==> config.mk <==
export PLATFORM = sky130hd
export DESIGN_NAME = global_predictor
export DESIGN_NICKNAME = d
export VERILOG_FILES = /design/src/design/bp_pkg.sv /design/src/design/global_predictor.sv
export SDC_FILE = /design/constraint.sdc
export NUM_CORES = 1
export LEC_CHECK = 0
export BUFFER_PORTS_ARGS = -buffer_cell sky130_fd_sc_hd__buf_4
export CORE_UTILIZATION = 40
export CTS_BUF_LIST = sky130_fd_sc_hd__clkbuf_4 sky130_fd_sc_hd__clkbuf_8
export DETAILED_ROUTE_END_ITERATION = 6
export SLEW_MARGIN = 40
export SYNTH_ARGS = -nofsm -noshare
export SYNTH_HDL_FRONTEND = slang
export SYNTH_SLANG_ARGS = --single-unit
==> constraint.sdc <==
create_clock -name clock -period 4.5 [get_ports clock]
set_input_delay 0.45 -clock clock [delete_from_list [all_inputs] [get_ports clock]]
set_output_delay 0.45 -clock clock [all_outputs]
set_load 0.005 [all_outputs]
==> src/design/bp_pkg.sv <==
package bp_pkg;

    localparam int XLEN             = 32;
    localparam int ALIGN_BITS       = 2;                       // 32-bit instructions
    localparam int LOCAL_INDEX_BITS = 8;
    localparam int LOCAL_ENTRIES    = 2 ** LOCAL_INDEX_BITS;   // one history per index
    localparam int LOCAL_HIST_BITS  = 8;
    localparam int PATTERN_ENTRIES  = 2 ** LOCAL_HIST_BITS;    // addressed by a history
    localparam int GLOBAL_HIST_BITS = 8;
    localparam int GLOBAL_ENTRIES   = 2 ** GLOBAL_HIST_BITS;
    localparam int CHOOSER_ENTRIES  = 2 ** LOCAL_INDEX_BITS;   // shares the local index

    typedef logic [1:0]                  counter_t;
    typedef logic [LOCAL_HIST_BITS-1:0]  local_hist_t;
    typedef logic [GLOBAL_HIST_BITS-1:0] global_hist_t;

    localparam counter_t CTR_MAX  = 2'd3;   // strongly taken / strongly favor local
    localparam counter_t CTR_MIN  = 2'd0;
    localparam counter_t CTR_INIT = 2'd2;   // weakly taken / weakly favor local

    typedef struct packed {
        logic [XLEN-LOCAL_INDEX_BITS-ALIGN_BITS-1:0] upper;
        logic [LOCAL_INDEX_BITS-1:0]                 local_index;
        logic [ALIGN_BITS-1:0]                       align;
    } pc_local_t;

    typedef struct packed {
        global_hist_t                       global_tag;   // top byte of the pc
        logic [XLEN-GLOBAL_HIST_BITS-1:0]   remainder;
    } pc_global_t;

    // one pc word, read by the local side and by the global side
    typedef union packed {
        pc_local_t  local_view;
        pc_global_t global_view;
    } pc_view_u;

    typedef struct packed {
        logic     valid;
        pc_view_u pc;
    } predict_req_t;

    typedef struct packed {
        logic     valid;
        pc_view_u pc;
        logic     taken;          // actual outcome
        logic     local_taken;    // what the local side predicted
        logic     global_taken;   // what the global side predicted
        logic     cond_branch;
    } resolve_t;

    typedef struct packed {
        logic valid;
        logic local_taken;
        logic global_taken;
        logic taken;
    } prediction_t;

    // one saturating step toward the outcome
    function automatic counter_t ctr_update(counter_t ctr, logic up);
        if (up && ctr != CTR_MAX) begin
            return ctr + 2'd1;
        end
        if (!up && ctr != CTR_MIN) begin
            return ctr - 2'd1;
        end
        return ctr;
    endfunction

    function automatic logic ctr_taken(counter_t ctr);
        return ctr >= CTR_INIT;   // weakly taken and above
    endfunction

endpackage

==> src/design/global_predictor.sv <==
module global_predictor import bp_pkg::*; (
    input  logic     clock,
    input  logic     reset,
    input  pc_view_u lookup_pc,
    input  resolve_t resolve,
    output logic     global_taken
);

    global_hist_t ghist;                           // shared by every branch
    counter_t     pattern_table [GLOBAL_ENTRIES];

    global_hist_t lookup_idx;
    global_hist_t train_idx;
    logic         train;

    // gshare style index from history xor top byte of pc
    assign lookup_idx   = ghist ^ lookup_pc.global_view.global_tag;
    assign global_taken = ctr_taken(pattern_table[lookup_idx]);

    assign train     = resolve.valid && resolve.cond_branch;
    assign train_idx = ghist ^ resolve.pc.global_view.global_tag;   // pre-update history

    always_ff @(posedge clock) begin
        if (reset) begin
            ghist <= '0;
        end else if (train) begin
            ghist <= {resolve.taken, ghist[GLOBAL_HIST_BITS-1:1]};   // outcome into msb
        end
    end

    always_ff @(posedge clock) begin
        if (reset) begin
            for (int i = 0; i < GLOBAL_ENTRIES; i++) begin
                pattern_table[i] <= CTR_INIT;
            end
        end else if (train) begin
            pattern_table[train_idx] <= ctr_update(pattern_table[train_idx],
                                                   resolve.taken);
        end
    end

    // history may only move on the edge after a conditional resolve
    a_ghist_moves_on_train: assert property (
        @(posedge clock) disable iff (reset)
        !$stable(ghist) |-> $past(train) && !$isunknown(ghist)
    ) else $error("global history changed without a defined training resolve");

endmodule

# Word level (Yosys, flattened, before mapping)
# Memory sizes are Yosys's and may differ from the RTL's.
# Cells that the tools add are included.
[classes]
eq_ne = 1
n_lt_le_gt_ge = 1
n_reduce_logical = 6
addsub = 2
bitwise = 2
n_mux = 21
[op_table]
columns = ["operator", "count"]
rows = [
  ["$xor 8x8->8", 2],
  ["$mux 2", 7],
  ["$mux 1", 13],
  ["$mux 8", 1],
  ["$logic_and 1x1->1", 3],
  ["$add 2x1->2 const B", 1],
  ["$ge 2x2->1 const B", 1],
  ["$ne 2x2->1 const B", 1],
  ["$reduce_bool 2->1", 1],
  ["$reduce_or 2->1", 1],
  ["$sub 2x1->2 const B", 1],
  ["$logic_not 1->1", 1],
]
[totals]
ff_bits = 8
memories = 1
out_inout_bits = 1
inputBits = 71
ramBits = 512
wordCells = 35
[memory_table]
columns = ["name", "words", "width", "read_ports", "rd_clocked_by_memory_dff", "write_ports", "line_no", "rtl"]
rows = [
  ["pattern_table", 256, 2, 2, 0, 256, "global_predictor.sv:10", "counter_t pattern_table [GLOBAL_ENTRIES];"],
]

# Longest topological paths before layout
# Gate-level depths: netlist of the first run.
# An unclocked memory read counts as a cell.
[logic_depth]
ltp_word = 15
depth_mapped = 21
mapped_depth_nobuf = 13

# Least setup slack after synthesis of the first run
# No wires, ideal clock.
[synth_timing]
path_kind = "register to register"
startpoint = "reg ghist[1]"
endpoint = "mem pattern_table[225][1] (netlist name) (data pin)"
setup_time_ns = 0.278
path_slack_ns = 0.454
period_less_slack_ns = 4.046
required_ns = 4.222
path_buffers = 8
arrival_ns = 3.767
path_stages_with_launch = 20
cell_sequence = "dfxtp_1 clkbuf_2 xor2_2 buf_6 buf_6 buf_6 buf_4 buf_4 mux4_2 nand2_1 a41oi_1 o41ai_2 nand3_1 nor2_1 inv_1 ha_1 o221ai_1 buf_2 buf_2 nand4_1"
[synth_lines]
columns = ["element", "line_no", "rtl"]
rows = [
  ["start: declaration", "global_predictor.sv:9", "global_hist_t ghist;"],
  ["start signal: assignment", "global_predictor.sv:27", "ghist <= {resolve.taken, ghist[GLOBAL_HIST_BITS-1:1]};"],
  ["end: declaration", "global_predictor.sv:10", ""],
]

# Worst setup path in the final report of the first run
[layout_timing]
startpoint = "reg ghist[0]"
endpoint = "out global_taken"
[layout_via]
elab_chain_len = 3
[layout_rtl]
columns = ["element", "line_no", "rtl"]
rows = [
  ["$xor 8x8->8", "global_predictor.sv:17", "assign lookup_idx = ghist ^ lookup_pc.global_view.global_tag;"],
  ["$mem_v2 256x2", "--", ""],
  ["$ge 2x2->1", "bp_pkg.sv:71", "return ctr >= CTR_INIT;"],
  ["end: declaration", "global_predictor.sv:6", "output logic global_taken"],
]
# No other way between the ends.

==> results of run 1 <==
[what timing repair did]
| action | in CTS | in global routing |
|---|---|---|
| endpoints found under the setup margin | 1 | 513 |
| gates cloned | 3 | 0 |
| setup buffers | 5 | 10 |
| resized for setup | 7 | 8 |
| pin swaps | 2 | 4 |
[per-stage QoR]
| stage | area [µm²] | instances | total power, µW | worst slack [ns] |
|---|---|---|---|---|
| 6_report | 34700 | 3246 | 12500 | 0.0394 |
| 5_1_grt | 34700 | 3245 | 12900 | -0.00794 |
| 4_1_cts | 34600 | 3234 | 12500 | 0.0150 |
| 3_5_place_dp | 32600 | 3067 | 8180 | -0.0608 |
| 3_3_place_gp | 32600 | 3067 | 8140 | -0.0510 |
| 2_1_floorplan | 29900 | 2180 | 7080 | 0.454 |
[area by class of cell]
cell class / count / area share, %
diodes: 2 / 0.0144
clock buffers: 130 / 4.54
clock inverters: 29 / 0.505
inverters: 3 / 0.0324
multi-input cells: 1330 / 37.6
flip-flops and latches: 520 / 44.8
well taps: 959 / 3.46
repair buffers: 273 / 9.11
[registers in the layout, summed over array words and instances, names as in the netlist]
name           flops
ghist              8
pattern_table    512
[worst max path at each step]
stage / slack (ns) / cells past startpoint / to
after floorplan: 0.45 / 19 / pattern_table[225][1]
after global placement: -0.05 / 15 / pattern_table[64][1]
after detailed placement: -0.06 / 15 / pattern_table[112][1]
after CTS: 0.02 / 11 / global_taken
after global routing: -0.008 / 11 / global_taken
final: 0.04 / 11 / global_taken
[power breakdown]
group	internal (µW)	switching, µW	total, µW
Clock	2340	2020	4360
Combinational	995	1740	2740
Sequential	5410	41.5	5450
Total	8750	3800	12500
[cell families (layout without fill, tap and decap cells)]
group | count (synthesis) | in the layout
other cells | 0 | 2
xor+xnor | 24 | 24
simple gates | 511 | 511
buf+inv | 330 | 435
mux | 252 | 252
flops | 520 | 520
fa+ha+maj | 2 | 2
compound gates | 541 | 541
[per-layer routing]
layer | routed length [µm] | global-route usage, % | up-vias | share of wire [%]
met5 | 0 | 0 | - | 0
met3 | 12900 | 5.86 | 320 | 12
met4 | 5600 | 14.2 | 0 | 5.1
met2 | 49400 | 43.7 | 1665 | 45
met1 | 41100 | 39.1 | 11600 | 38
li1 | - | - | 9045 | -
[cells in the mapped netlist, types with 20 or more instances]
library cell,instances
buf_2,59
mux2i_1,42
nand3_1,41
a211oi_2,93
nand2_1,120
buf_4,39
nor2_1,66
o21bai_1,24
a21o_1,213
clkbuf_1,192
nand4_1,249
or2_2,20
mux4_2,200
a211oi_1,146
edfxtp_1,512
buf_6,30
[worst register-to-register path, stage by stage, from the launching register on]
cell	delay [ns]
dfxtp_4	0.38
xnor2_4	0.24
buf_12	0.20
buf_12	0.22
buf_4	0.19
mux4_2	0.52
nand2_1	0.09
a41oi_1	0.19
nor4_2	0.40
o22ai_2	0.18
nor2_1	0.17
inv_1	0.06
ha_1	0.33
o221ai_4	0.29
buf_12	0.22
buf_4	0.24
nand4_1	0.13
==> out/qor.yml, run 1 <==
final_common_cell: "edfxtp_1"
yosys.area_share.adder_pct: 0.0836
cts.hold.buffers_added: 0
startpoint: "ghist[0]"
drcViolationCount: 2
async_flop_share_pct: 0
crit_top_cell: "mux4_2"
num_vias: 22600
clk_path_buf_depth: 3
syn_avg_cell_area_um2: 13.7
period_needed_ns: 4.46
synth_xor_area_share_pct: 0.840
dr.pass1.iters: 7
reg2reg_slack_ns: 0.13
slowest_delay_ns: 0.55
multiInputGateArea_um2: 13000
whs_path_depth: 3
grt_usage_pct: 28.7
row_count: 99
die_area_um2: 75900
path_class: "register to primary output"
mostFrequentLayoutCells: "edfxtp_1 (512), nand4_1 (249), a21o_1 (213)"
seqCellArea_um2: 15500
yosys_warnings: 0
avgRoutedWirePerCell_um: 33.6
start_kind: "register"
reg2reg_depth: 16
nNetsFinal: 2289
whs_ns: 0.0743
drv_slew: 0
powerDensity_nw_per_um2: 361
drv_cap: 0
syn_inst: 2180
endpoint_kind: "primary output"
fillCellCount: 6336
final_core_util_pct: 47.3
via_per_inst: 6.97
r2r_start: "ghist[0]"
clkLatencyLatePin_ns: 0.72
hpwl_mm: 67.0
synth_top_family_by_area: "multiplexers"
r2r-end: "pattern_table[21][1]"
grt_pass1_wl_mm: 156
synth.distinct_cells: 49
leakage_uw: 0.0111
vdd_drop_max_v: 0.000193
ys_seq_area_share_pct: 51.9
clkTransAtPathRegs_ns: 0.06
gr-total-overflow: 0
synth_seq_cells: 520
worst_pin_slew_ns: 0.993
finClkSkew_ns: 0.0361
ys.flop_type: "edfxtp_1"
fp.dieH_um: 276
finalSetupTns_ns: 0
synthSimpleGateAreaFrac_pct: 8.93
grt_setup_unrepaired: "yes"
finalSetupViolCount: 0
whs_endpoint: "ghist[0]"
muxShareOfSynthArea_pct: 17.3
critPathBufInv: 4
gp_congestion: 0.968
ios: 72
violations: "design-rule violations"
critical_path_required_ns: 4.05
critical_path.top_delay_family: "multiplexers"
hold_path_startpoint: "resolve[0]"
synth-compound-area-share_pct: 15.1
status: "complete, but fails checks"
numPortBuffers: 21
path_cells: "buf_4 > xnor2_4 > buf_12 > buf_16 > mux4_2 > mux4_2 > mux4_2 > nor2b_1 > a211oi_2 > a21oi_1 > buf_4"
core-area_um2: 73500
crit_path_top_delay_cell: "mux4_2"
relSlewSlack_pct: 33.3
ctsRootBufferMaster: "clkbuf_8"
synth_edf_count: 512
synthesis.area_um2: 29900
final_hold_viol_count: 0
drt_iter0_drc: 3356
worstPathArrival_ns: 4.01
numCtsBuffers: 88
grt_pass1_vias: 22000
synth_top_area_cell: "edfxtp_1"
die_x_um: 276
areaGrowthSynthToFinish_pct: 16.0
drive_gt1_share_pct: 34.3
ant_nets: 0
initial_core_util_pct: 40.8
grt_max_degree: 87
fmax_mhz: 224
tritoncts: "built"
synth.area.top_cells: "edfxtp_1 (51%), mux4_2 (15%), a21o_1 (5.3%)"
htree_levels: 3
period_share_pct: 99.1
path_max_fanout: 9
antenna_found_initial: 1
synth_nets: 2253
clock_sinks: 520
synth_top_area_share_pct: 51.4
min_path_type: "primary input to register"
wirelength_mm: 109
Note: power is estimated with default switching activity, not from simulation.
==> run 2: changes to the inputs <==
--- a/config.mk
+++ b/config.mk
@@ -5,10 +5,10 @@
 export SDC_FILE = /design/constraint.sdc
 export NUM_CORES = 1
 export LEC_CHECK = 0
-export BUFFER_PORTS_ARGS = -buffer_cell sky130_fd_sc_hd__buf_4
 export CORE_UTILIZATION = 40
 export CTS_BUF_LIST = sky130_fd_sc_hd__clkbuf_4 sky130_fd_sc_hd__clkbuf_8
 export DETAILED_ROUTE_END_ITERATION = 6
+export DONT_BUFFER_PORTS = 1
 export SLEW_MARGIN = 40
 export SYNTH_ARGS = -nofsm -noshare
 export SYNTH_HDL_FRONTEND = slang
==> out/qor.yml, run 2 (synthesis gave the netlist of run 1 again) <==
status: "complete, but fails checks"
violations: "design-rule violations"
grt_pass1_vias: 21900
num_vias: 22500
p_sw_uw: 3720
fmax_mhz: 227
clk_path_buf_depth: 3
antenna_found_initial: 4
path_max_fanout: 26
numCtsBuffers: 88
clock_sinks: 520
drcViolationCount: 11
finClkSkew_ns: 0.0498
areaGrowthSynthToFinish_pct: 14.8
period_needed_ns: 4.41
wirelength_mm: 107
ant_nets: 0
start_kind: "register"
critical_path_required_ns: 4.96
htree_levels: 3
mostFrequentLayoutCells: "edfxtp_1 (512), nand4_1 (249), a21o_1 (213)"
final_hold_viol_count: 0
ctsRootBufferMaster: "clkbuf_8"
intPower_uw: 8640
clkTransAtPathRegs_ns: 0.06
seqPwrFrac_pct: 44.1
grt_setup_unrepaired: "no"
p_sw_share_pct: 30.1
core-area_um2: 73500
pre_cts_slack_ns: -0.0332
finalPower_uw: 12400
grt_max_degree: 231
via_per_inst: 7.01
regMostFlops: "pattern_table"
hpwl_mm: 65.9
period_share_pct: 97.9
grt_usage_pct: 28.2
ios: 72
gp_congestion: 0.951
worst_pin_slew_ns: 0.936
tritoncts: "built"
drv_cap: 0
clkLatencyLatePin_ns: 0.71
powerDensity_nw_per_um2: 360
grt_pass1_wl_mm: 153
relSlewSlack_pct: 37.1
avgRoutedWirePerCell_um: 33.4
final_common_cell: "edfxtp_1"
p_comb_share_pct: 21.7
die_x_um: 276
leakage_uw: 0.0109
fp.dieH_um: 276
drt_iter0_drc: 3193
finalSetupViolCount: 0
nNetsFinal: 2260
setup_slack_ns: 0.0946
worstPathArrival_ns: 4.87
reg_top3: "pattern_table: 512 flops, ghist: 8 flops"
gr-total-overflow: 0
min_path_type: "primary input to register"
finalSetupTns_ns: 0
path_class: "register to register"
vdd_drop_max_v: 0.000192
numPortBuffers: 0
die_area_um2: 75900
largest_reg_flops: 512
initial_core_util_pct: 40.8
drive_gt1_share_pct: 32.9
endpoint_kind: "register"
drv_slew: 0
row_count: 99
dr.pass1.iters: 7
pwr-share-clk_pct: 34.2
## run 2: cell count changes in the layout (fill, tap and decap cells not counted), moves of 4 or more
| cell | previous run | this run |
|---|---|---|
| buf_4 | 186 | 149 |
| clkbuf_8 | 97 | 93 |
| clkinv_2 | 5 | 11 |
| nor2_2 | 18 | 11 |
| buf_16 | 6 | 1 |
| nor2_4 | 12 | 17 |
| dlygate4sd3_1 | 0 | 13 |
## run 2: critical path, stage by stage, from the launching register on
cell and delay [ns]:
dfxtp_1 0.33, xnor2_2 0.21, buf_12 0.21, buf_12 0.20, buf_4 0.24, mux4_2 0.53
nand2_1 0.09, a41oi_1 0.21, nor4_2 0.34, o22ai_1 0.17, nor2_1 0.19, inv_1 0.07
ha_1 0.21, mux2i_1 0.22, buf_4 0.16, o21ai_4 0.12, buf_12 0.21, buf_4 0.16
a211oi_1 0.24
## run 2: metal layers
layer  vias to the layer above  track usage, %  routed length, µm
met2                      1664            42.8              48200
met5                         -               0                 11
met4                         2            13.3               5100
met3                       293            6.89              13400
li1                       9004               -                  -
met1                     11600            38.0              40700
## run 2: final cells by class
| cell class | instances | area (µm²) |
|---|---|---|
| inverters | 3 | 11.3 |
| clock buffers | 125 | 1520 |
| repair buffers | 244 | 2860 |
| flip-flops and latches | 520 | 15500 |
| well taps | 959 | 1200 |
| clock inverters | 34 | 180 |
| multi-input cells | 1330 | 13100 |
| fillers | 6379 | 39100 |
| diodes | 1 | 2.50 |
## run 2: path summary, 6_finish.rpt
check / from / endpoint / slack (ns) / cells after the start
worst min register to register: ghist[5] / ghist[5] / 0.58 / 2
worst max-delay path: ghist[0] / pattern_table[237][0] / 0.09 / 18
worst max register to register: ghist[0] / pattern_table[237][0] / 0.09 / 18
worst min-delay path: reset / pattern_table[91][1] / 0.1 / 1
## run 2: repair_timing
action	CTS	global route
endpoints found under the setup margin	1	138
resized for setup	1	7
pin swaps	1	3
gates cloned	0	1
hold endpoints to repair	30	0
hold buffers	14	0
buffers inserted	2	2
## run 2: per-stage QoR
stage,util [%],hold slack [ns],area (µm²),std cells
6_report,46.8,0.0981,34400,3216
5_1_grt,46.8,0.0467,34400,3216
4_1_cts,46.7,0.000672,34300,3211
3_5_place_dp,44.1,0.559,32400,3036
3_3_place_gp,44.0,0.538,32300,3034
2_1_floorplan,-,0.576,29900,2180
## run 2: power groups by stage
stage               Combinational, µW  Sequential, µW  Clock (µW)
finish                           2680            5450        4230
global route                     2770            5460        4440
CTS                              2610            5450        4260
detailed placement               2580            5550           0
global placement                 2560            5540           0
floorplan                        1550            5530           0
